**src/ttc_defines.svh**
```systemverilog
`ifndef TTC_DEFINES_SVH
`define TTC_DEFINES_SVH

// Datapath widths
`define TTC_CNT_WIDTH      16
`define TTC_ADDR_WIDTH     4
`define TTC_NUM_INTR       6

// Register map, unlisted addresses read as zero
`define TTC_ADDR_CTRL      4'h0
`define TTC_ADDR_COUNT     4'h1   // Read only
`define TTC_ADDR_INTERVAL  4'h2
`define TTC_ADDR_MATCH1    4'h3
`define TTC_ADDR_MATCH2    4'h4
`define TTC_ADDR_MATCH3    4'h5
`define TTC_ADDR_INTR_STAT 4'h6   // Read only, clears on read
`define TTC_ADDR_INTR_EN   4'h7

// Control register bits
`define TTC_CTRL_ENABLE    0
`define TTC_CTRL_INTERVAL  1
`define TTC_CTRL_MATCH     2
`define TTC_CTRL_RESTART   4      // Self clearing request

`endif

```
**src/ttc_pkg.sv**
```systemverilog
`default_nettype none

`include "ttc_defines.svh"

package ttc_pkg;

  // --------------------------------------------------
  // Datapath types
  // --------------------------------------------------
  typedef logic [`TTC_CNT_WIDTH-1:0]  cnt_t;       // Counter value
  typedef logic [`TTC_CNT_WIDTH-1:0]  reg_data_t;  // Register word
  typedef logic [`TTC_ADDR_WIDTH-1:0] reg_addr_t;  // Register address

  // Interrupt sources
  // bit 0 interval, bits 1..3 match1..3, bit 4 overflow, bit 5 reserved
  typedef logic [`TTC_NUM_INTR-1:0]   intr_vec_t;

  // --------------------------------------------------
  // Control FSM states
  // --------------------------------------------------
  typedef enum logic [1:0] {
    ST_STOPPED = 2'd0,  // Counter held
    ST_RESTART = 2'd1,  // One cycle clear
    ST_RUNNING = 2'd2   // Counting
  } ctrl_state_t;

endpackage

`default_nettype wire

```
**src/ttc_counter.sv**
```systemverilog
`timescale 1ns/1ps
`default_nettype none

module ttc_counter
  import ttc_pkg::*;
(
  input  wire         pclk15,
  input  wire         n_p_reset15,
  input  wire         count_en,        // From control FSM
  input  wire         count_clear,     // From control FSM
  input  wire         interval_mode,   // Wrap at interval value
  input  wire         match_mode,      // Compare enable
  input  cnt_t        interval_value,
  input  cnt_t        match1_value,
  input  cnt_t        match2_value,
  input  cnt_t        match3_value,
  output cnt_t        count_value,
  output logic        interval_intr,   // Interval reached
  output logic [2:0]  match_intr,      // Match 1..3
  output logic        overflow_intr    // Free running wrap
);

  logic       at_interval;  // Counter equals interval
  logic       at_top;       // Counter all ones
  logic [2:0] match_hit;

  // --------------------------------------------------
  // Compare logic
  // --------------------------------------------------
  assign at_interval = (count_value == interval_value);
  assign at_top      = &count_value;

  assign match_hit[0] = (count_value == match1_value);
  assign match_hit[1] = (count_value == match2_value);
  assign match_hit[2] = (count_value == match3_value);

  // --------------------------------------------------
  // Counter
  // --------------------------------------------------
  always_ff @(posedge pclk15 or negedge n_p_reset15)
  begin
    if (!n_p_reset15)
      count_value <= '0;
    else if (count_clear)
      count_value <= '0;
    else if (count_en)
    begin
      if (interval_mode && at_interval)
        count_value <= '0;              // Interval wrap
      else
        count_value <= count_value + 1'b1;  // Free mode wraps naturally
    end
  end

  // Event outputs, one registered cycle each
  always_ff @(posedge pclk15 or negedge n_p_reset15)
  begin
    if (!n_p_reset15)
    begin
      interval_intr <= 1'b0;
      match_intr    <= 3'b000;
      overflow_intr <= 1'b0;
    end
    else
    begin
      // Wrap events only when a wrap actually happens
      interval_intr <= count_en && !count_clear && interval_mode && at_interval;
      overflow_intr <= count_en && !count_clear && !interval_mode && at_top;
      // Level compare, edge found downstream
      match_intr    <= match_mode ? match_hit : 3'b000;
    end
  end

endmodule

`default_nettype wire

```
**src/ttc_ctrl_fsm.sv**
```systemverilog
`timescale 1ns/1ps
`default_nettype none

module ttc_ctrl_fsm
  import ttc_pkg::*;
(
  input  wire   pclk15,
  input  wire   n_p_reset15,
  input  wire   enable,       // Control register enable bit
  input  wire   restart_req,  // One cycle request
  output logic  count_en,     // Counter increments
  output logic  count_clear   // Counter zeroes
);

  ctrl_state_t state;
  ctrl_state_t next_state;

  // --------------------------------------------------
  // Next state
  // --------------------------------------------------
  always_comb
  begin
    next_state = state;
    case (state)
      ST_STOPPED:
      begin
        if (restart_req)
          next_state = ST_RESTART;
        else if (enable)
          next_state = ST_RUNNING;
      end
      ST_RUNNING:
      begin
        if (restart_req)
          next_state = ST_RESTART;
        else if (!enable)
          next_state = ST_STOPPED;
      end
      ST_RESTART:
        next_state = enable ? ST_RUNNING : ST_STOPPED;  // Single cycle
      default:
        next_state = ST_STOPPED;  // Unused encoding
    endcase
  end

  // State and registered outputs, clear and count never overlap
  always_ff @(posedge pclk15 or negedge n_p_reset15)
  begin
    if (!n_p_reset15)
    begin
      state       <= ST_STOPPED;
      count_en    <= 1'b0;
      count_clear <= 1'b0;
    end
    else
    begin
      state       <= next_state;
      count_en    <= (next_state == ST_RUNNING);
      count_clear <= (next_state == ST_RESTART);
    end
  end

endmodule

`default_nettype wire

```
**src/ttc_interrupt.sv**
```systemverilog
`timescale 1ns/1ps
`default_nettype none

module ttc_interrupt
  import ttc_pkg::*;
(
  input  wire         pclk15,
  input  wire         n_p_reset15,
  input  intr_vec_t   wdata,            // Enable bits from the write data
  input  wire         intr_en_sel,      // Enable register write
  input  wire         clear_interrupt,  // Status register read
  input  wire         interval_intr,
  input  wire  [2:0]  match_intr,
  input  wire         overflow_intr,
  output logic        interrupt,        // Combined line
  output intr_vec_t   intr_reg,         // Sticky flags
  output intr_vec_t   intr_en           // Mask register
);

  intr_vec_t intr_detect;  // Raw sources
  intr_vec_t sync_reg;     // Previous source levels
  intr_vec_t edge_reg;     // Rising edges, one cycle
  logic      intr_set;     // Edge seen last cycle

  // Bit 5 reserved, tied low
  assign intr_detect = {1'b0, overflow_intr, match_intr, interval_intr};

  assign interrupt = |intr_reg;

  // --------------------------------------------------
  // Edge detect and sticky flags
  // --------------------------------------------------
  always_ff @(posedge pclk15 or negedge n_p_reset15)
  begin
    if (!n_p_reset15)
    begin
      sync_reg <= '0;
      edge_reg <= '0;
      intr_set <= 1'b0;
      intr_reg <= '0;
    end
    else
    begin
      sync_reg <= intr_detect;
      edge_reg <= ~sync_reg & intr_detect;  // Rising edge
      intr_set <= |edge_reg;                // Guards a pending event

      // Clear keeps the events arriving this cycle
      if (clear_interrupt && !intr_set)
        intr_reg <= edge_reg & intr_en;
      else
        intr_reg <= intr_reg | (edge_reg & intr_en);
    end
  end

  // --------------------------------------------------
  // Enable register
  // --------------------------------------------------
  always_ff @(posedge pclk15 or negedge n_p_reset15)
  begin
    if (!n_p_reset15)
      intr_en <= '0;
    else if (intr_en_sel)
      intr_en <= wdata;
  end

endmodule

`default_nettype wire

```
**src/ttc_reg_file.sv**
```systemverilog
`timescale 1ns/1ps
`default_nettype none

`include "ttc_defines.svh"

module ttc_reg_file
  import ttc_pkg::*;
(
  input  wire        pclk15,
  input  wire        n_p_reset15,
  input  wire        wr_strobe,        // Single cycle write
  input  wire        rd_strobe,        // Single cycle read
  input  reg_addr_t  addr,
  input  reg_data_t  wdata,
  input  cnt_t       count_value,      // Live counter for reads
  input  intr_vec_t  intr_reg,         // Sticky flags
  input  intr_vec_t  intr_en,          // Interrupt mask
  output reg_data_t  rdata,
  output logic       rd_valid,
  output logic       enable,
  output logic       interval_mode,
  output logic       match_mode,
  output logic       restart_req,      // One cycle pulse
  output cnt_t       interval_value,
  output cnt_t       match1_value,
  output cnt_t       match2_value,
  output cnt_t       match3_value,
  output logic       intr_en_sel,      // Enable register write
  output logic       clear_interrupt   // Status read clears flags
);

  reg_data_t rd_mux;  // Read data before the register
  logic      ctrl_wr;

  // --------------------------------------------------
  // Strobe decode
  // --------------------------------------------------
  assign ctrl_wr         = wr_strobe && (addr == `TTC_ADDR_CTRL);
  assign intr_en_sel     = wr_strobe && (addr == `TTC_ADDR_INTR_EN);
  assign clear_interrupt = rd_strobe && (addr == `TTC_ADDR_INTR_STAT);

  // --------------------------------------------------
  // Writable registers
  // --------------------------------------------------
  always_ff @(posedge pclk15 or negedge n_p_reset15)
  begin
    if (!n_p_reset15)
    begin
      enable         <= 1'b0;
      interval_mode  <= 1'b0;
      match_mode     <= 1'b0;
      restart_req    <= 1'b0;
      interval_value <= '0;
      match1_value   <= '0;
      match2_value   <= '0;
      match3_value   <= '0;
    end
    else
    begin
      // Restart bit is never stored, only pulsed
      restart_req <= ctrl_wr && wdata[`TTC_CTRL_RESTART];
      if (ctrl_wr)
      begin
        enable        <= wdata[`TTC_CTRL_ENABLE];
        interval_mode <= wdata[`TTC_CTRL_INTERVAL];
        match_mode    <= wdata[`TTC_CTRL_MATCH];
      end
      if (wr_strobe)
      begin
        case (addr)
          `TTC_ADDR_INTERVAL: interval_value <= wdata;
          `TTC_ADDR_MATCH1:   match1_value   <= wdata;
          `TTC_ADDR_MATCH2:   match2_value   <= wdata;
          `TTC_ADDR_MATCH3:   match3_value   <= wdata;
          default:            ;  // Control handled above, rest read only
        endcase
      end
    end
  end

  // --------------------------------------------------
  // Read path
  // --------------------------------------------------
  always_comb
  begin
    rd_mux = '0;  // Unused addresses
    case (addr)
      `TTC_ADDR_CTRL:
      begin
        rd_mux[`TTC_CTRL_ENABLE]   = enable;
        rd_mux[`TTC_CTRL_INTERVAL] = interval_mode;
        rd_mux[`TTC_CTRL_MATCH]    = match_mode;
      end
      `TTC_ADDR_COUNT:     rd_mux = count_value;
      `TTC_ADDR_INTERVAL:  rd_mux = interval_value;
      `TTC_ADDR_MATCH1:    rd_mux = match1_value;
      `TTC_ADDR_MATCH2:    rd_mux = match2_value;
      `TTC_ADDR_MATCH3:    rd_mux = match3_value;
      `TTC_ADDR_INTR_STAT: rd_mux = {{(`TTC_CNT_WIDTH-`TTC_NUM_INTR){1'b0}}, intr_reg};
      `TTC_ADDR_INTR_EN:   rd_mux = {{(`TTC_CNT_WIDTH-`TTC_NUM_INTR){1'b0}}, intr_en};
      default:             rd_mux = '0;
    endcase
  end

  // Data appears one cycle after the strobe
  always_ff @(posedge pclk15 or negedge n_p_reset15)
  begin
    if (!n_p_reset15)
    begin
      rdata    <= '0;
      rd_valid <= 1'b0;
    end
    else
    begin
      rd_valid <= rd_strobe;
      if (rd_strobe)
        rdata <= rd_mux;  // Hold between reads
    end
  end

endmodule

`default_nettype wire

```
**src/ttc_top.sv**
```systemverilog
`timescale 1ns/1ps
`default_nettype none

`include "ttc_defines.svh"

module ttc_top
  import ttc_pkg::*;
(
  input  wire        pclk15,
  input  wire        n_p_reset15,
  input  wire        wr_strobe,
  input  wire        rd_strobe,
  input  reg_addr_t  addr,
  input  reg_data_t  wdata,
  output reg_data_t  rdata,
  output logic       rd_valid,
  output logic       interrupt
);

  // Register file outputs
  logic       enable;
  logic       interval_mode;
  logic       match_mode;
  logic       restart_req;
  cnt_t       interval_value;
  cnt_t       match1_value;
  cnt_t       match2_value;
  cnt_t       match3_value;
  logic       intr_en_sel;
  logic       clear_interrupt;

  // FSM to counter
  logic       count_en;
  logic       count_clear;

  // Counter events
  cnt_t       count_value;
  logic       interval_intr;
  logic [2:0] match_intr;
  logic       overflow_intr;

  // Interrupt block state for reads
  intr_vec_t  intr_reg;
  intr_vec_t  intr_en;

  // --------------------------------------------------
  // Blocks
  // --------------------------------------------------
  ttc_reg_file u_reg_file (
    .pclk15          (pclk15),
    .n_p_reset15     (n_p_reset15),
    .wr_strobe       (wr_strobe),
    .rd_strobe       (rd_strobe),
    .addr            (addr),
    .wdata           (wdata),
    .count_value     (count_value),
    .intr_reg        (intr_reg),
    .intr_en         (intr_en),
    .rdata           (rdata),
    .rd_valid        (rd_valid),
    .enable          (enable),
    .interval_mode   (interval_mode),
    .match_mode      (match_mode),
    .restart_req     (restart_req),
    .interval_value  (interval_value),
    .match1_value    (match1_value),
    .match2_value    (match2_value),
    .match3_value    (match3_value),
    .intr_en_sel     (intr_en_sel),
    .clear_interrupt (clear_interrupt)
  );

  ttc_ctrl_fsm u_ctrl_fsm (
    .pclk15      (pclk15),
    .n_p_reset15 (n_p_reset15),
    .enable      (enable),
    .restart_req (restart_req),
    .count_en    (count_en),
    .count_clear (count_clear)
  );

  ttc_counter u_counter (
    .pclk15         (pclk15),
    .n_p_reset15    (n_p_reset15),
    .count_en       (count_en),
    .count_clear    (count_clear),
    .interval_mode  (interval_mode),
    .match_mode     (match_mode),
    .interval_value (interval_value),
    .match1_value   (match1_value),
    .match2_value   (match2_value),
    .match3_value   (match3_value),
    .count_value    (count_value),
    .interval_intr  (interval_intr),
    .match_intr     (match_intr),
    .overflow_intr  (overflow_intr)
  );

  // Low bits of the write data carry the enable mask
  ttc_interrupt u_interrupt (
    .pclk15          (pclk15),
    .n_p_reset15     (n_p_reset15),
    .wdata           (wdata[`TTC_NUM_INTR-1:0]),
    .intr_en_sel     (intr_en_sel),
    .clear_interrupt (clear_interrupt),
    .interval_intr   (interval_intr),
    .match_intr      (match_intr),
    .overflow_intr   (overflow_intr),
    .interrupt       (interrupt),
    .intr_reg        (intr_reg),
    .intr_en         (intr_en)
  );

endmodule

`default_nettype wire
```
**config.mk**
```make
export PLATFORM = sky130hd
export DESIGN_NAME = ttc_top
export DESIGN_NICKNAME = d
export VERILOG_FILES = /design/src/ttc_pkg.sv /design/src/ttc_counter.sv /design/src/ttc_ctrl_fsm.sv /design/src/ttc_interrupt.sv /design/src/ttc_reg_file.sv /design/src/ttc_top.sv
export VERILOG_INCLUDE_DIRS = /design/src
export SDC_FILE = /design/constraint.sdc
export NUM_CORES = 1
export LEC_CHECK = 0
export BUFFER_PORTS_ARGS = -buffer_cell sky130_fd_sc_hd__clkbuf_2
export CAP_MARGIN = 20
export CORE_MARGIN = 3
export CORE_UTILIZATION = 55
export CTS_BUF_LIST = sky130_fd_sc_hd__clkbuf_8
export DETAILED_ROUTE_END_ITERATION = 8
export GPL_TIMING_DRIVEN = 1
export PLACE_DENSITY = 0.8
export SETUP_SLACK_MARGIN = 0.2
export SLEW_MARGIN = 10
export SYNTH_ARGS = -nofsm -noshare
export SYNTH_HDL_FRONTEND = slang
export SYNTH_SLANG_ARGS = --single-unit
```
**constraint.sdc**
```tcl
create_clock -name pclk15 -period 1.9 [get_ports pclk15]
set_input_delay 0.095 -clock pclk15 [delete_from_list [all_inputs] [get_ports pclk15]]
set_output_delay 0.095 -clock pclk15 [all_outputs]
set_load 0.05 [all_outputs]
```
==> flow_metrics.tcl, run 1 <==
set metrics [dict create \
    drtAntennaViolNets 0 \
    finalMaxSlewViolations 0 \
    dieHeight_um 115 \
    critical_path_arrival_ns 2.05 \
    worst_path_largest_cell_delay_ns 0.45 \
    finalSetupViolCount 0 \
    finalHoldViolCount 0 \
    final_cell_mix "dfrtp_1 (124), mux2_2 (71), buf_4 (48), clkbuf_2 (40), xnor2_1 (35)" \
    ff2ff_setup_slack_ns 0.16 \
    r2r-start "u_counter.count_value[2]" \
    dieArea_sq_um 13300 \
    status "completed" \
    port_buffers 41 \
    synth_cells 557 \
    min_period_ns 1.74 \
    nNetsFinal 669 \
    design_area_sq_um 7940 \
    core-area_sq_um 11600 \
    grt_antenna_before_repair 0 \
    clkLatencyLatePin_ns 0.45 \
    io_pins 42 \
    cts_buffer_depth 2 \
    gr-usage-all-layers_pct 28.0 \
    worst_clock_skew_ns 0.0115 \
    cp-start-kind "flip-flop" \
    areaGrowthSynthToFinish_pct 20.6 \
    instances_no_fill 800 \
    final_common_cell "dfrtp_1" \
    endpoint_kind "flip-flop" \
    first_pass_iters 6 \
    dp_hpwl_um 12200 \
    routabilityCongestion 0.977 \
    seqCellArea_sq_um 3310 \
    critical_path.top_delay_family "simple AND/OR/NAND/NOR gates" \
    final_util_pct 68.7 \
    tightest_slew_ns 0.544 \
    cap_violations 0 \
    die_width_um 115 \
    synth_warnings 0 \
    critPathMaxFanout 13 \
    worstHoldPathCells 3 \
    ys_top_cells_by_area "dfrtp_1 (50%), mux2_2 (12%), xnor2_1 (5.1%)" \
    slew-limit-headroom_pct 63.6 \
    overflow 0 \
    power_density_nw_per_um2 1080 \
    syn_area_per_cell_sq_um 11.8 \
    cp.required_ns 2.21 \
    syn-num-nets 582 \
    clk_pin_slew_worst_paths_ns 0.07 \
    fin_crit_sh_pct 91.7 \
    reg2reg_depth 7 \
    num-fill-cells 785 \
    via_per_inst 6.33 \
    cts.sinks 132 \
    cts_buffers 17 \
    rsz0062_at_grt "yes" \
    ys_ff_latch 132 \
    drc 0 \
    r2r_end "u_counter.count_value[3]" \
    place_area_sq_um 7070 \
    multiInputGateArea_sq_um 3170 \
    start_util_pct 57.0 \
    hold_class "in2reg" \
    grt_pass1_wl_um 27700 \
    worstHoldEndpoint "u_reg_file.restart_req" \
    synth-main-ff-cell "dfrtp_1" \
    wl_um 17800 \
    ir_drop_v 0.000874 \
    cts_tree "done" \
    placedCellCount 737 \
    crit_buf_inv 2 \
    cts_root_buffer "clkbuf_8" \
    max_freq_mhz 574 \
    rows 39 \
    wl_per_cell_um 22.3 \
    cp_slowest_cell "dfrtp_2" \
    grt_pass1_vias 5014 \
    async_flop_share_pct 100 \
    drive_above_1_share_pct 37.7 \
    post-synth-top-area-fraction_pct 50.2 \
    grt_max_degree 54 \
    htree_num_levels 4 \
    antennaDiodeCount 0 \
    fin_setup_tns_ns 0 \
    p_leak_nw 3.60 \
    ys_types 56 \
    ys_seq_area_share_pct 50.2 \
    routed-via-count 5061 \
    synth_edf_count 0 \
    drt_iter0_markers 631 \
    synth_area_sq_um 6590 \
    path_class "reg2reg" \
    cp_cell_sequence "xor2_1, nor4_2, buf_4, nand3_2, nor3_4, buf_12, nor4_1" \
    yosysTopAreaCell "dfrtp_1" \
    hold_path.startpoint "wdata[4]" \
]
worst max-delay path by stage:
stage / end / slack (ns) / from / cells past startpoint
floorplan: u_counter.count_value[6] / 0.19 / u_counter.count_value[14] / 7
global placement: u_counter.match_intr[2] / -0.20 / u_counter.count_value[4] / 5
detailed placement: u_counter.match_intr[2] / -0.15 / u_counter.count_value[4] / 5
CTS: u_counter.match_intr[2] / 0.18 / u_counter.count_value[4] / 5
global route: u_counter.count_value[3] / 0.12 / u_counter.count_value[2] / 7
finish: u_counter.count_value[3] / 0.16 / u_counter.count_value[2] / 7
what timing repair did:
item,CTS,global route
gates resized for setup,16,14
hold endpoints to repair,116,0
setup buffers,7,7
endpoints found under the setup margin,18,21
pin swaps,5,10
hold buffers,17,0
synth_stat cells, drive strengths merged (7+ instances only):
master / n
dfrtp: 132
mux2: 71
xnor2: 38
buf: 35
xor2: 31
nand2: 25
nor2: 25
nor4: 19
a21oi: 18
a22oi: 17
nand4: 15
nor3: 14
nand3: 13
a222oi: 12
a21o: 11
nor2b: 11
o21ai: 10
a22o: 9
clkbuf: 7
logic make-up after synthesis:
family,share of synthesized area [%]
xor+xnor,9.29
flops,50.2
simple gates,13.5
compound gates,9.82
fa+ha+maj,0.190
mux,13.2
buf+inv,3.76
report_power, final:
part	internal, mW	switching (mW)	leakage (nW)	total (mW)
Sequential	3.25	0.538	1.69	3.79
Clock	1.54	1.12	0.225	2.66
Combinational	1.04	1.07	1.69	2.11
Total	5.82	2.73	3.60	8.56
worst min-delay path: cells and delay by family:
kind	cells	cell delay, ns
buffers and inverters	2	0.20
AND/OR/NAND/NOR	1	0.16
metal layers:
| layer | GRT usage, % | wire, um | vias up |
|---|---|---|---|
| li1 | - | - | 2195 |
| met1 | 34.3 | 6740 | 2504 |
| met2 | 45.1 | 8600 | 296 |
| met3 | 9.30 | 1690 | 66 |
| met4 | 12.7 | 803 | 0 |
| met5 | 0 | 0 | - |
metrics by stage:
step	hold WS [ns]	total power, mW	setup slack [ns]
6_report	0.0567	8.56	0.158
5_1_grt	0.0898	8.87	0.125
4_1_cts	0.0328	8.35	0.178
3_5_place_dp	0.0818	5.56	-0.151
3_3_place_gp	0.0686	5.48	-0.203
2_1_floorplan	-0.201	4.89	0.192
final cells by class:
cell class,instances,share of cell area (%)
timing repair buffer,110,10.3
inverter,3,0.142
multi-input combinational,380,39.9
clock inverter,12,2.22
tap,143,2.25
sequential,132,41.7
clock buffer,20,3.47
Note: power is estimated with default switching activity, not from simulation.
==> run 2: changes to the inputs <==
Settings changed: CAP_MARGIN 20 to unset, CORE_MARGIN 3 to 2, PLACE_DENSITY 0.8 to 0.83.
Clock period 1.9 ns to 1.6 ns, I/O delays scaled along.
==> flow_metrics.tcl, run 2 (same netlist as run 1, synthesis figures left out) <==
set metrics [dict create \
    status "complete, but fails checks" \
    violations "setup timing" \
    cts_buffers 17 \
    ir_drop_v 0.00120 \
    fin_setup_tns_ns -1.10 \
    final_util_pct 73.7 \
    port_buffers 41 \
    tightest_slew_ns 0.711 \
    reg2reg_depth 6 \
    critPathMaxFanout 6 \
    cp-start-kind "flip-flop" \
    num-fill-cells 731 \
    io_pins 42 \
    grt_antenna_before_repair 0 \
    power_density_nw_per_um2 1250 \
    wl_um 19400 \
    rsz0062_at_grt "yes" \
    cts.sinks 132 \
    cts_buffer_depth 2 \
    slew-limit-headroom_pct 52.6 \
    fin_total_pwr_mw 10.6 \
    fin_crit_sh_pct 105 \
    finalSetupViolCount 17 \
    grt_max_degree 133 \
    rows 39 \
    max_freq_mhz 595 \
    drtAntennaViolNets 0 \
    grt_pass1_vias 5526 \
    nNetsFinal 716 \
    clk_pin_slew_worst_paths_ns 0.09 \
    gr-usage-all-layers_pct 31.5 \
    final_common_cell "dfrtp_1" \
    core-area_sq_um 11600 \
    r2r_end "u_counter.count_value[5]" \
    dieArea_sq_um 12900 \
    hold_class "in2reg" \
    drc 0 \
    areaGrowthSynthToFinish_pct 29.3 \
    path_class "reg2reg" \
    cp.required_ns 1.95 \
    min_period_ns 1.68 \
    grt_pass1_wl_um 30400 \
    cts_root_buffer "clkbuf_8" \
    dieHeight_um 113 \
    cap_violations 0 \
    finalMaxSlewViolations 0 \
    routabilityCongestion 0.947 \
    cts_tree "done" \
    critical_path_arrival_ns 2.03 \
    drive_above_1_share_pct 44.2 \
    die_width_um 113 \
    htree_num_levels 4 \
    drt_iter0_markers 584 \
    wl_per_cell_um 23.0 \
    cp-startpoint "u_reg_file.interval_value[15]" \
    overflow 0 \
    endpoint_kind "flip-flop" \
    start_util_pct 57.0 \
    seqCellArea_sq_um 3310 \
    dp_hpwl_um 12700 \
    ff2ff_setup_slack_ns -0.08 \
    r2r-start "u_reg_file.interval_value[15]" \
    antennaDiodeCount 0 \
    multiInputGateArea_sq_um 3290 \
    clkLatencyLatePin_ns 0.47 \
    worstSetupEndpoint "u_counter.count_value[5]" \
    first_pass_iters 8 \
    routed-via-count 5351 \
    final_cell_mix "dfrtp_1 (124), buf_4 (78), mux2_2 (71), clkbuf_2 (39), xnor2_1 (31)" \
    p_leak_nw 3.86 \
    worst_clock_skew_ns 0.0167 \
    setup_slack_ns -0.0820 \
    finalHoldViolCount 0 \
    via_per_inst 6.32 \
]
==> run 2: changes by cell type in the layout (fill, tap and decap cells not counted), moves of 3 or more <==
| cell | before | now |
|---|---|---|
| buf_4 | 48 | 78 |
| buf_6 | 1 | 14 |
| nor4_1 | 6 | 2 |
| nor4_2 | 10 | 14 |
| xnor2_1 | 35 | 31 |
| xnor2_2 | 3 | 7 |
| a21oi_1 | 18 | 15 |
| a21oi_2 | 0 | 3 |
| buf_12 | 4 | 7 |
==> run 2: where the power goes <==
part | internal (mW) | switching, mW
Sequential | 3.86 | 0.639
Combinational | 1.53 | 1.46
Clock | 1.77 | 1.36
==> run 2: what timing repair did <==
action | in CTS | in global routing
gates cloned | 0 | 0
hold endpoints to repair | 199 | 0
pin swaps | 28 | 16
hold buffers | 17 | 0
buffers inserted | 9 | 4
gates resized for setup | 46 | 23
setup endpoints to repair | 25 | 27
==> run 2: stage by stage <==
step	hold WS [ns]	instances	area, sq um	setup slack, ns
finish	0.0199	847	8520	-0.0820
global route	0.0265	847	8520	-0.174
CTS	0.00273	843	8360	-0.0447
detailed placement	0.254	785	7460	-0.145
global placement	0.245	785	7460	-0.153
floorplan	-0.216	557	6610	-0.102
==> run 2: worst min path at each step <==
stage                start                    endpoint  depth (start not counted)
6_report          wdata[4]  u_reg_file.match3_value[4]                          3
5_1_grt           wdata[4]      u_reg_file.restart_req                          3
4_1_cts           wdata[4]      u_interrupt.intr_en[4]                          3
3_5_place_dp   n_p_reset15      u_reg_file.restart_req                          2
3_3_place_gp   n_p_reset15         u_ctrl_fsm.state[0]                          2
2_1_floorplan  n_p_reset15    u_counter.count_value[0]                          0
==> run 2: final cells by class <==
cell class                 count  area share, %
clock inverter                13           2.13
timing repair buffer         157           15.0
multi-input combinational    380           38.7
sequential                   132           38.9
tap                          143           2.10
clock buffer                  19           3.07
inverter                       3          0.132
==> run 2: critical path, cell delays in order (launching register included) <==
cell and delay (ns):
dfrtp_2 0.45, xor2_2 0.17, nor4_4 0.33, nand3_2 0.15, nor3_4 0.23, buf_6 0.19, nor4_2 0.06
==> run 2: metal layers <==
layer	up-vias	wire, um	track usage [%]
met5	-	0	0
met4	0	862	17.1
met3	74	1340	8.08
met2	300	9730	51.8
met1	2689	7520	38.1
li1	2288	-	-
